===== src/common/lotrCfgPkg.sv =====
// default sizing of the ring subsystem, picked up by the top level parameters
package lotrCfgPkg;

    //--------------------------------------------------
    // ring sizing
    //--------------------------------------------------
    localparam int NUM_TILE_DEF  = 4;   // tiles on the ring

    // words per tile memory
    localparam int MEM_DEPTH_DEF = 16;

endpackage


===== src/common/ringPkg.sv =====
// ring message format shared by the gateway, the tiles and the link interface
package ringPkg;

    //--------------------------------------------------
    // field widths
    //--------------------------------------------------
    localparam int ADDR_W   = 32;   // full address field
    localparam int DATA_W   = 32;   // one memory word

    // target tile lives in the top byte of the address
    localparam int ID_MSB   = 31;
    localparam int ID_LSB   = 24;

    // word index starts at the bottom
    localparam int WORD_LSB = 0;

    //--------------------------------------------------
    // opcodes
    //--------------------------------------------------
    // bit 1 set means the message has been answered
    typedef enum logic [1:0] {
        OP_RD_REQ = 2'b00,  // read request from host
        OP_WR_REQ = 2'b01,  // write request from host
        OP_RD_RSP = 2'b10,  // read answered, data = stored word
        OP_WR_RSP = 2'b11   // write answered, data echoed
    } opcodeT;

endpackage


===== src/common/ringLinkIf.sv =====
// one ring hop: a single message qualified by valid, no stall path
`timescale 1ns/100ps

interface ringLinkIf;

    logic                        valid;    // one message per valid cycle
    ringPkg::opcodeT             opcode;
    logic [ringPkg::ADDR_W-1:0]  address;  // target tile in the top byte
    logic [ringPkg::DATA_W-1:0]  data;

    // upstream stage drives the message
    modport sender (
        output valid,
        output opcode,
        output address,
        output data
    );

    // downstream stage always takes it
    modport receiver (
        input  valid,
        input  opcode,
        input  address,
        input  data
    );

endinterface


===== src/hdl/lotr.sv =====
// ring top level, gateway plus NUM_TILE tiles chained into one closed ring
`timescale 1ns/100ps

module lotr #(
    parameter int NUM_TILE  = lotrCfgPkg::NUM_TILE_DEF,
    parameter int MEM_DEPTH = lotrCfgPkg::MEM_DEPTH_DEF
) (
    input  logic                       QClk,
    input  logic                       rstN,
    // host requests
    input  logic                       reqValid,
    input  ringPkg::opcodeT            reqOpcode,
    input  logic [ringPkg::ADDR_W-1:0] reqAddress,
    input  logic [ringPkg::DATA_W-1:0] reqData,
    // host responses
    output logic                       rspValid,
    output ringPkg::opcodeT            rspOpcode,
    output logic [ringPkg::ADDR_W-1:0] rspAddress,
    output logic [ringPkg::DATA_W-1:0] rspData,
    output logic                       rspMiss,
    output logic                       ringIdle
);

    //--------------------------------------------------
    // ring links
    //--------------------------------------------------
    // link 0 gateway->tile 0, link NUM_TILE last tile->gateway
    ringLinkIf ringLink [NUM_TILE+1] ();

    ringGateway #(
        .NUM_TILE   (NUM_TILE)
    ) gateway0 (
        .QClk       (QClk),
        .rstN       (rstN),
        .reqValid   (reqValid),
        .reqOpcode  (reqOpcode),
        .reqAddress (reqAddress),
        .reqData    (reqData),
        .ringOut    (ringLink[0]),
        .ringIn     (ringLink[NUM_TILE]),   // closes the loop
        .rspValid   (rspValid),
        .rspOpcode  (rspOpcode),
        .rspAddress (rspAddress),
        .rspData    (rspData),
        .rspMiss    (rspMiss),
        .ringIdle   (ringIdle)
    );

    // tile number is its ring position
    for (genvar tile = 0; tile < NUM_TILE; tile++) begin : genTile
        ringTile #(
            .TILE_ID   (tile),
            .MEM_DEPTH (MEM_DEPTH)
        ) tile0 (
            .QClk      (QClk),
            .rstN      (rstN),
            .ringIn    (ringLink[tile]),
            .ringOut   (ringLink[tile+1])
        );
    end

endmodule


===== src/hdl/ringGateway.sv =====
// host entry and exit of the ring, injects requests and extracts every message
`timescale 1ns/100ps

module ringGateway #(
    parameter int NUM_TILE = lotrCfgPkg::NUM_TILE_DEF      // tiles on the ring
) (
    input  logic                       QClk,
    input  logic                       rstN,
    // host requests
    input  logic                       reqValid,     // one-cycle strobe
    input  ringPkg::opcodeT            reqOpcode,
    input  logic [ringPkg::ADDR_W-1:0] reqAddress,
    input  logic [ringPkg::DATA_W-1:0] reqData,
    // ring side
    ringLinkIf.sender                  ringOut,      // link 0, toward tile 0
    ringLinkIf.receiver                ringIn,       // last link, from last tile
    // host responses
    output logic                       rspValid,     // one-cycle strobe
    output ringPkg::opcodeT            rspOpcode,
    output logic [ringPkg::ADDR_W-1:0] rspAddress,
    output logic [ringPkg::DATA_W-1:0] rspData,
    output logic                       rspMiss,      // came back unanswered
    // status
    output logic                       ringIdle
);

    // in flight: from accept until extraction, 2*NUM_TILE+2 cycles
    localparam int MAX_OUT = 2 * NUM_TILE + 2;
    localparam int CNT_W   = $clog2(MAX_OUT + 1);

    logic             reqAccept;
    logic [CNT_W-1:0] outCnt;       // requests on the ring

    function automatic logic isReq(ringPkg::opcodeT op);
        return (op == ringPkg::OP_RD_REQ) || (op == ringPkg::OP_WR_REQ);
    endfunction

    assign reqAccept = reqValid && isReq(reqOpcode);   // responses dropped

    //--------------------------------------------------
    // injection and extraction registers
    //--------------------------------------------------
    always_ff @(posedge QClk or negedge rstN) begin
        if (!rstN) begin
            ringOut.valid <= 1'b0;
            rspValid      <= 1'b0;
            rspMiss       <= 1'b0;
        end else begin
            ringOut.valid <= reqAccept;
            rspValid      <= ringIn.valid;          // slot always freed
            rspMiss       <= ringIn.valid && isReq(ringIn.opcode);
        end
    end

    always_ff @(posedge QClk) begin
        if (reqAccept) begin
            ringOut.opcode  <= reqOpcode;
            ringOut.address <= reqAddress;
            ringOut.data    <= reqData;
        end
        if (ringIn.valid) begin
            rspOpcode  <= ringIn.opcode;
            rspAddress <= ringIn.address;
            rspData    <= ringIn.data;
        end
    end

    // outstanding counter, inject and extract may coincide
    always_ff @(posedge QClk or negedge rstN) begin
        if (!rstN) begin
            outCnt <= '0;
        end else begin
            case ({reqAccept, ringIn.valid})
                2'b10:   outCnt <= outCnt + 1'b1;
                2'b01:   outCnt <= outCnt - 1'b1;
                default: outCnt <= outCnt;          // none or both
            endcase
        end
    end

    assign ringIdle = (outCnt == '0);

endmodule


===== src/tile/ringTile.sv =====
// one ring stop, decode then execute then result, two cycles input to output
`timescale 1ns/100ps

module ringTile #(
    parameter int TILE_ID   = 0,                            // position on ring
    parameter int MEM_DEPTH = lotrCfgPkg::MEM_DEPTH_DEF
) (
    input  logic        QClk,
    input  logic        rstN,
    ringLinkIf.receiver ringIn,
    ringLinkIf.sender   ringOut
);

    //--------------------------------------------------
    // internal stage links
    //--------------------------------------------------
    ringLinkIf decLink ();      // decode -> execute
    ringLinkIf exeLink ();      // execute -> result

    logic                       decHit;
    logic                       exeHit;
    logic [ringPkg::DATA_W-1:0] exeRdData;

    // cycle n -> registered at end of n
    tileDecode #(
        .TILE_ID   (TILE_ID)
    ) decode0 (
        .QClk      (QClk),
        .rstN      (rstN),
        .ringIn    (ringIn),
        .decOut    (decLink),
        .decHit    (decHit)
    );

    // memory access at end of n+1
    tileExecute #(
        .MEM_DEPTH (MEM_DEPTH)
    ) execute0 (
        .QClk      (QClk),
        .rstN      (rstN),
        .decIn     (decLink),
        .decHit    (decHit),
        .exeOut    (exeLink),
        .exeHit    (exeHit),
        .exeRdData (exeRdData)
    );

    // comb, message out in n+2
    tileResult result0 (
        .exeIn     (exeLink),
        .exeHit    (exeHit),
        .exeRdData (exeRdData),
        .ringOut   (ringOut)
    );

endmodule


===== src/tile/tileDecode.sv =====
// first tile stage, registers the ring message and flags requests for this tile
`timescale 1ns/100ps

module tileDecode #(
    parameter int TILE_ID = 0           // ring position of this tile
) (
    input  logic       QClk,
    input  logic       rstN,
    ringLinkIf.receiver ringIn,         // from previous ring stop
    ringLinkIf.sender   decOut,         // to execute stage
    output logic       decHit           // registered, aligned with decOut
);

    // width of the target field in the address
    localparam int ID_W = ringPkg::ID_MSB - ringPkg::ID_LSB + 1;
    localparam logic [ID_W-1:0] MY_ID = ID_W'(TILE_ID);

    logic isReq;        // still unanswered
    logic idMatch;      // address names this tile

    //--------------------------------------------------
    // hit decision
    //--------------------------------------------------
    assign isReq   = (ringIn.opcode == ringPkg::OP_RD_REQ) ||
                     (ringIn.opcode == ringPkg::OP_WR_REQ);
    assign idMatch = (ringIn.address[ringPkg::ID_MSB:ringPkg::ID_LSB] == MY_ID);

    //--------------------------------------------------
    // stage register
    //--------------------------------------------------
    always_ff @(posedge QClk or negedge rstN) begin
        if (!rstN) begin
            decOut.valid <= 1'b0;
            decHit       <= 1'b0;
        end else begin
            decOut.valid <= ringIn.valid;
            decHit       <= ringIn.valid && isReq && idMatch;
        end
    end

    // payload follows every cycle, qualified by valid downstream
    always_ff @(posedge QClk) begin
        decOut.opcode  <= ringIn.opcode;
        decOut.address <= ringIn.address;
        decOut.data    <= ringIn.data;
    end

endmodule


===== src/tile/tileExecute.sv =====
// second tile stage that owns the tile memory and does the hit reads and writes for ringTile
`timescale 1ns/100ps

module tileExecute #(
    parameter int MEM_DEPTH = lotrCfgPkg::MEM_DEPTH_DEF    // words in this tile
) (
    input  logic                       QClk,
    input  logic                       rstN,
    ringLinkIf.receiver                decIn,      // from decode stage
    input  logic                       decHit,     // request targets this tile
    ringLinkIf.sender                  exeOut,     // to result stage
    output logic                       exeHit,
    output logic [ringPkg::DATA_W-1:0] exeRdData   // word read on a hit read
);

    localparam int IDX_W = (MEM_DEPTH > 1) ? $clog2(MEM_DEPTH) : 1;

    logic [ringPkg::DATA_W-1:0] mem [MEM_DEPTH];    // tile word memory
    logic [ringPkg::ID_LSB-1:0] wordAddr;           // word field under the tile number
    logic [IDX_W-1:0]           wordIdx;
    logic                       hitWr;
    logic                       hitRd;

    //--------------------------------------------------
    // address and access decode
    //--------------------------------------------------
    assign wordAddr = decIn.address[ringPkg::ID_LSB-1:0] >> ringPkg::WORD_LSB;
    assign wordIdx  = IDX_W'(wordAddr % MEM_DEPTH);   // wraps on depth

    assign hitWr = decHit && (decIn.opcode == ringPkg::OP_WR_REQ);
    assign hitRd = decHit && (decIn.opcode == ringPkg::OP_RD_REQ);

    // memory and read port
    always_ff @(posedge QClk) begin
        if (hitWr) begin
            mem[wordIdx] <= decIn.data;
        end
        if (hitRd) begin
            exeRdData <= mem[wordIdx];      // held until next hit read
        end
    end

    //--------------------------------------------------
    // stage register
    //--------------------------------------------------
    always_ff @(posedge QClk or negedge rstN) begin
        if (!rstN) begin
            exeOut.valid <= 1'b0;
            exeHit       <= 1'b0;
        end else begin
            exeOut.valid <= decIn.valid;
            exeHit       <= decHit;
        end
    end

    always_ff @(posedge QClk) begin
        exeOut.opcode  <= decIn.opcode;
        exeOut.address <= decIn.address;
        exeOut.data    <= decIn.data;     // write data kept for the echo
    end

endmodule


===== src/tile/tileResult.sv =====
// last tile stage, turns a hit request into its response or forwards the message
`timescale 1ns/100ps

module tileResult (
    ringLinkIf.receiver                exeIn,      // from execute register
    input  logic                       exeHit,
    input  logic [ringPkg::DATA_W-1:0] exeRdData,
    ringLinkIf.sender                  ringOut     // to next ring stop
);

    logic isRead;

    assign isRead = (exeIn.opcode == ringPkg::OP_RD_REQ);

    //--------------------------------------------------
    // response build
    //--------------------------------------------------
    // purely combinational, output valid the cycle after execute
    always_comb begin
        ringOut.valid   = exeIn.valid;
        ringOut.address = exeIn.address;    // address never changes
        ringOut.opcode  = exeIn.opcode;
        ringOut.data    = exeIn.data;

        if (exeHit) begin
            if (isRead) begin
                ringOut.opcode = ringPkg::OP_RD_RSP;
                ringOut.data   = exeRdData;     // stored word
            end else begin
                ringOut.opcode = ringPkg::OP_WR_RSP;   // data echoed as is
            end
        end
    end

endmodule


===== config.mk =====
export PLATFORM = sky130hd
export DESIGN_NAME = lotr
export DESIGN_NICKNAME = d
export VERILOG_FILES = /design/src/common/lotrCfgPkg.sv /design/src/common/ringPkg.sv /design/src/common/ringLinkIf.sv /design/src/hdl/lotr.sv /design/src/hdl/ringGateway.sv /design/src/tile/ringTile.sv /design/src/tile/tileDecode.sv /design/src/tile/tileExecute.sv /design/src/tile/tileResult.sv
export SDC_FILE = /design/constraint.sdc
export NUM_CORES = 2
export LEC_CHECK = 0
export BUFFER_PORTS_ARGS = -buffer_cell sky130_fd_sc_hd__buf_2
export CAP_MARGIN = 5
export CORE_MARGIN = 4
export CORE_UTILIZATION = 49
export DETAILED_ROUTE_END_ITERATION = 10
export GPL_ROUTABILITY_DRIVEN = 0
export PLACE_DENSITY = 0.7
export SKIP_LAST_GASP = 1
export SLEW_MARGIN = 10
export SYNTH_ARGS = -nofsm -noshare
export SYNTH_HDL_FRONTEND = slang
export SYNTH_SLANG_ARGS = --single-unit
export TNS_END_PERCENT = 10

===== constraint.sdc =====
create_clock -name QClk -period 7.8 [get_ports QClk]
set_clock_uncertainty 0.05 [all_clocks]
set_input_delay 1.95 -clock QClk [delete_from_list [all_inputs] [get_ports QClk]]
set_output_delay 1.95 -clock QClk [all_outputs]
set_load 0.02 [all_outputs]

==> reports/qor.txt <==
CP Class -> flip-flop to output port
CTS resizes -> 0
Die W -> 455 um
Ys async rst share -> 0.804%
WL/cell -> 27.2 um
H-Tree Depth -> 5
Gr ovfl total -> 0
Total track usage -> 19.7%
Fillers -> 14100
Outcome -> complete, no violations
Area share of the largest cell type after synthesis -> 70.9%
Commonest register cell after synthesis -> edfxtp_1
Clock slew at reported path FFs -> 0.06 ns
Max-cap violations -> 0
CTS tree -> yes
Io pins -> 138
Area contributors post-synth -> edfxtp_1 71%, mux4_2 12%, dfxtp_1 11%, a22oi_1 2.0%, mux2_2 1.5%
DR vias/cell -> 5.77
Post-synthesis sequential area ratio -> 82.3%
Worst-path cell with the longest stage delay -> dfrtp_1
FF+latch area -> 80500 um2
Clock Latency Late Sink -> 0.93 ns
Worst EP arrival -> 1.85 ns
Peak VDD IR -> 0.205 mV
CTS Sinks -> 2859
Setup TNS -> 0 ns
Fin. max-slew vios -> 0
Initial Util -> 49.4%
Period utilisation layout -> 49.4%
Most frequent cells in the layout -> 2308 x edfxtp_1, 520 x dfxtp_1, 512 x mux4_2, 308 x clkbuf_16, 256 x a22oi_1
Slew @ Worst Pin -> 1.20 ns
Pwr/cell area -> 283 nW/um2
Unique masters post-synth -> 37
Fin nets -> 4669
Core area -> 198000 um2
Post-DP Area -> 102000 um2
WP buf/inv -> 1
Largest net degree at the start of global routing -> 74
Post-route cell area -> 112000 um2
Total CTS buffers -> 293
Crit path capture type -> output port
CTS Hold Bufs -> 0
Commonest non-fill, non-tap cell in the layout -> edfxtp_1
Via count -> 43100
Fin worst setup slack -> 3.95 ns
Row cnt -> 163
DRC marker count from the first detailed-route iteration -> 4641
RSZ-0062 raised after global routing -> no
Worst EP required -> 5.80 ns
Min-delay worst type -> flip-flop to flip-flop
Min Tclk post-route -> 3.85 ns
Final setup fails -> 0
Mapped Cells -> 4255
Die H -> 455 um
Largest stage delay on the critical path -> 0.45 ns
Synthesized Nets -> 4327
Yosys reg bits -> 2859
Mapped Area -> 97800 um2
Syn_area_per_cell -> 23.0 um2
Area grow syn2layout -> 14.2%
Slew margin rel. -> 19.9%
Crit path cell chain -> nor4_1 > buf_2
IO buf count -> 137
Leak -> 36.5 nW
Number of enable flip-flop cells after synthesis -> 2308
Die area -> 207000 um2
Pre-CTS setup slack -> 3.84 ns
Most area-hungry cell type in the Yosys netlist -> edfxtp_1
Clock Path Buffers -> 4
Crit Path Max Fanout -> 7
WHS -> 0.251 ns
Synth Warn # -> 0
Clock root buffer -> clkbuf_16
Final core occ -> 56.5%
Antenna violations before repair -> 10
Peak Freq -> 260 MHz
Routed Antenna Nets -> 0
Drt drc -> 0
Final hold vios -> 0
Layout cells sized above 1 -> 29.3%
Vias in the first global route -> 44600
CP top delay family -> flip-flops
Setup bufs post-CTS -> 0
DRT Pass-1 Iters -> 7
Global-route wire length before repair -> 299000 um
Startpoint types -> flip-flop
Area of the multi-input gates -> 16900 um2
Hpwl dp -> 107000 um
Wirelength, routed -> 203000 um
==> registers in the layout (all words and copies together), names as in the netlist <==
name,flops
genTile.tile0.decode0.decOut.opcode,8
gateway0.rspMiss,1
genTile.tile0.decode0.decOut.valid,4
genTile.tile0.execute0.exeOut.opcode,8
genTile.tile0.execute0.exeOut.valid,4
genTile.tile0.execute0.mem,2048
gateway0.rspOpcode,2
genTile.tile0.execute0.exeHit,4
gateway0.ringOut.data,32
gateway0.rspData,32
gateway0.ringOut.valid,1
genTile.tile0.decode0.decHit,4
genTile.tile0.decode0.decOut.data,128
gateway0.ringOut.address,32
gateway0.ringOut.opcode,2
genTile.tile0.decode0.decOut.address,128
gateway0.outCnt,4
gateway0.rspValid,1
genTile.tile0.execute0.exeOut.data,128
gateway0.rspAddress,32
genTile.tile0.execute0.exeOut.address,128
genTile.tile0.execute0.exeRdData,128
==> synth_stat cells (10+ instances only) <==
master and instances:
a22oi_1 256, buf_2 61, buf_4 22, buf_6 12
clkbuf_1 100, dfrtp_1 23, dfxtp_1 528, edfxtp_1 2308
mux2_2 129, mux4_2 512, nand2_1 138, nand2b_1 10
nor2_1 58, nor2b_1 16, nor3_1 17
==> routing by layer <==
metal	track usage (%)	share of wire [%]	wire, um
met5	0	0	0
met4	5.62	2.4	4940
met3	3.79	7.2	14600
met2	32.9	51	103000
met1	26.8	40	80100
==> final timing paths <==
check	startpoint	to	slack, ns	cells after the start
setup / recovery	gateway0.outCnt[1]	ringIdle	3.95	2
hold / removal	genTile[0].tile0.execute0.exeOut.address[11]	genTile[1].tile0.decode0.decOut.address[11]	0.25	0
setup reg to reg	genTile[2].tile0.decode0.decOut.address[0]	genTile[2].tile0.execute0.mem[15][30]	4.47	4
hold reg to reg	genTile[0].tile0.execute0.exeOut.address[11]	genTile[1].tile0.decode0.decOut.address[11]	0.25	0
max in group asynchronous	rstN	genTile[3].tile0.execute0.exeOut.valid	5.98	1
min in group asynchronous	rstN	genTile[3].tile0.execute0.exeHit	1.11	1
==> cell type report <==
cell class                 count  area share, %
sequential                  2859           72.1
inverter                       2        0.00784
antenna                        3        0.00672
tap                         2640           2.96
clock buffer                 407           7.47
timing repair buffer         247           1.35
multi-input combinational   1194           15.2
clock inverter               105          0.987
==> metrics by stage <==
stage / power, mW / std cells
finish: 31.6 / 7457
global route: 32.7 / 7455
CTS: 31.9 / 7454
detailed placement: 18.3 / 6942
global placement: 18.3 / 6942
floorplan: 17.9 / 4255
==> cells by family after synthesis <==
| logic type | Yosys count | share of synthesized area (%) |
|---|---|---|
| mux | 641 | 13.3 |
| flops | 2859 | 82.3 |
| fa+ha+maj | 3 | 0.0384 |
| simple gates | 281 | 1.34 |
| compound gates | 264 | 2.02 |
| buf+inv | 202 | 1.03 |
| xor+xnor | 5 | 0.0448 |
==> where the power goes <==
group | switching (mW) | leakage, nW | internal [mW]
registers | 0.320 | 25.6 | 16.8
clock network | 5.50 | 4.65 | 8.17
logic | 0.472 | 6.25 | 0.438
total | 6.29 | 36.5 | 25.4
(Power assumes the default switching activity.)
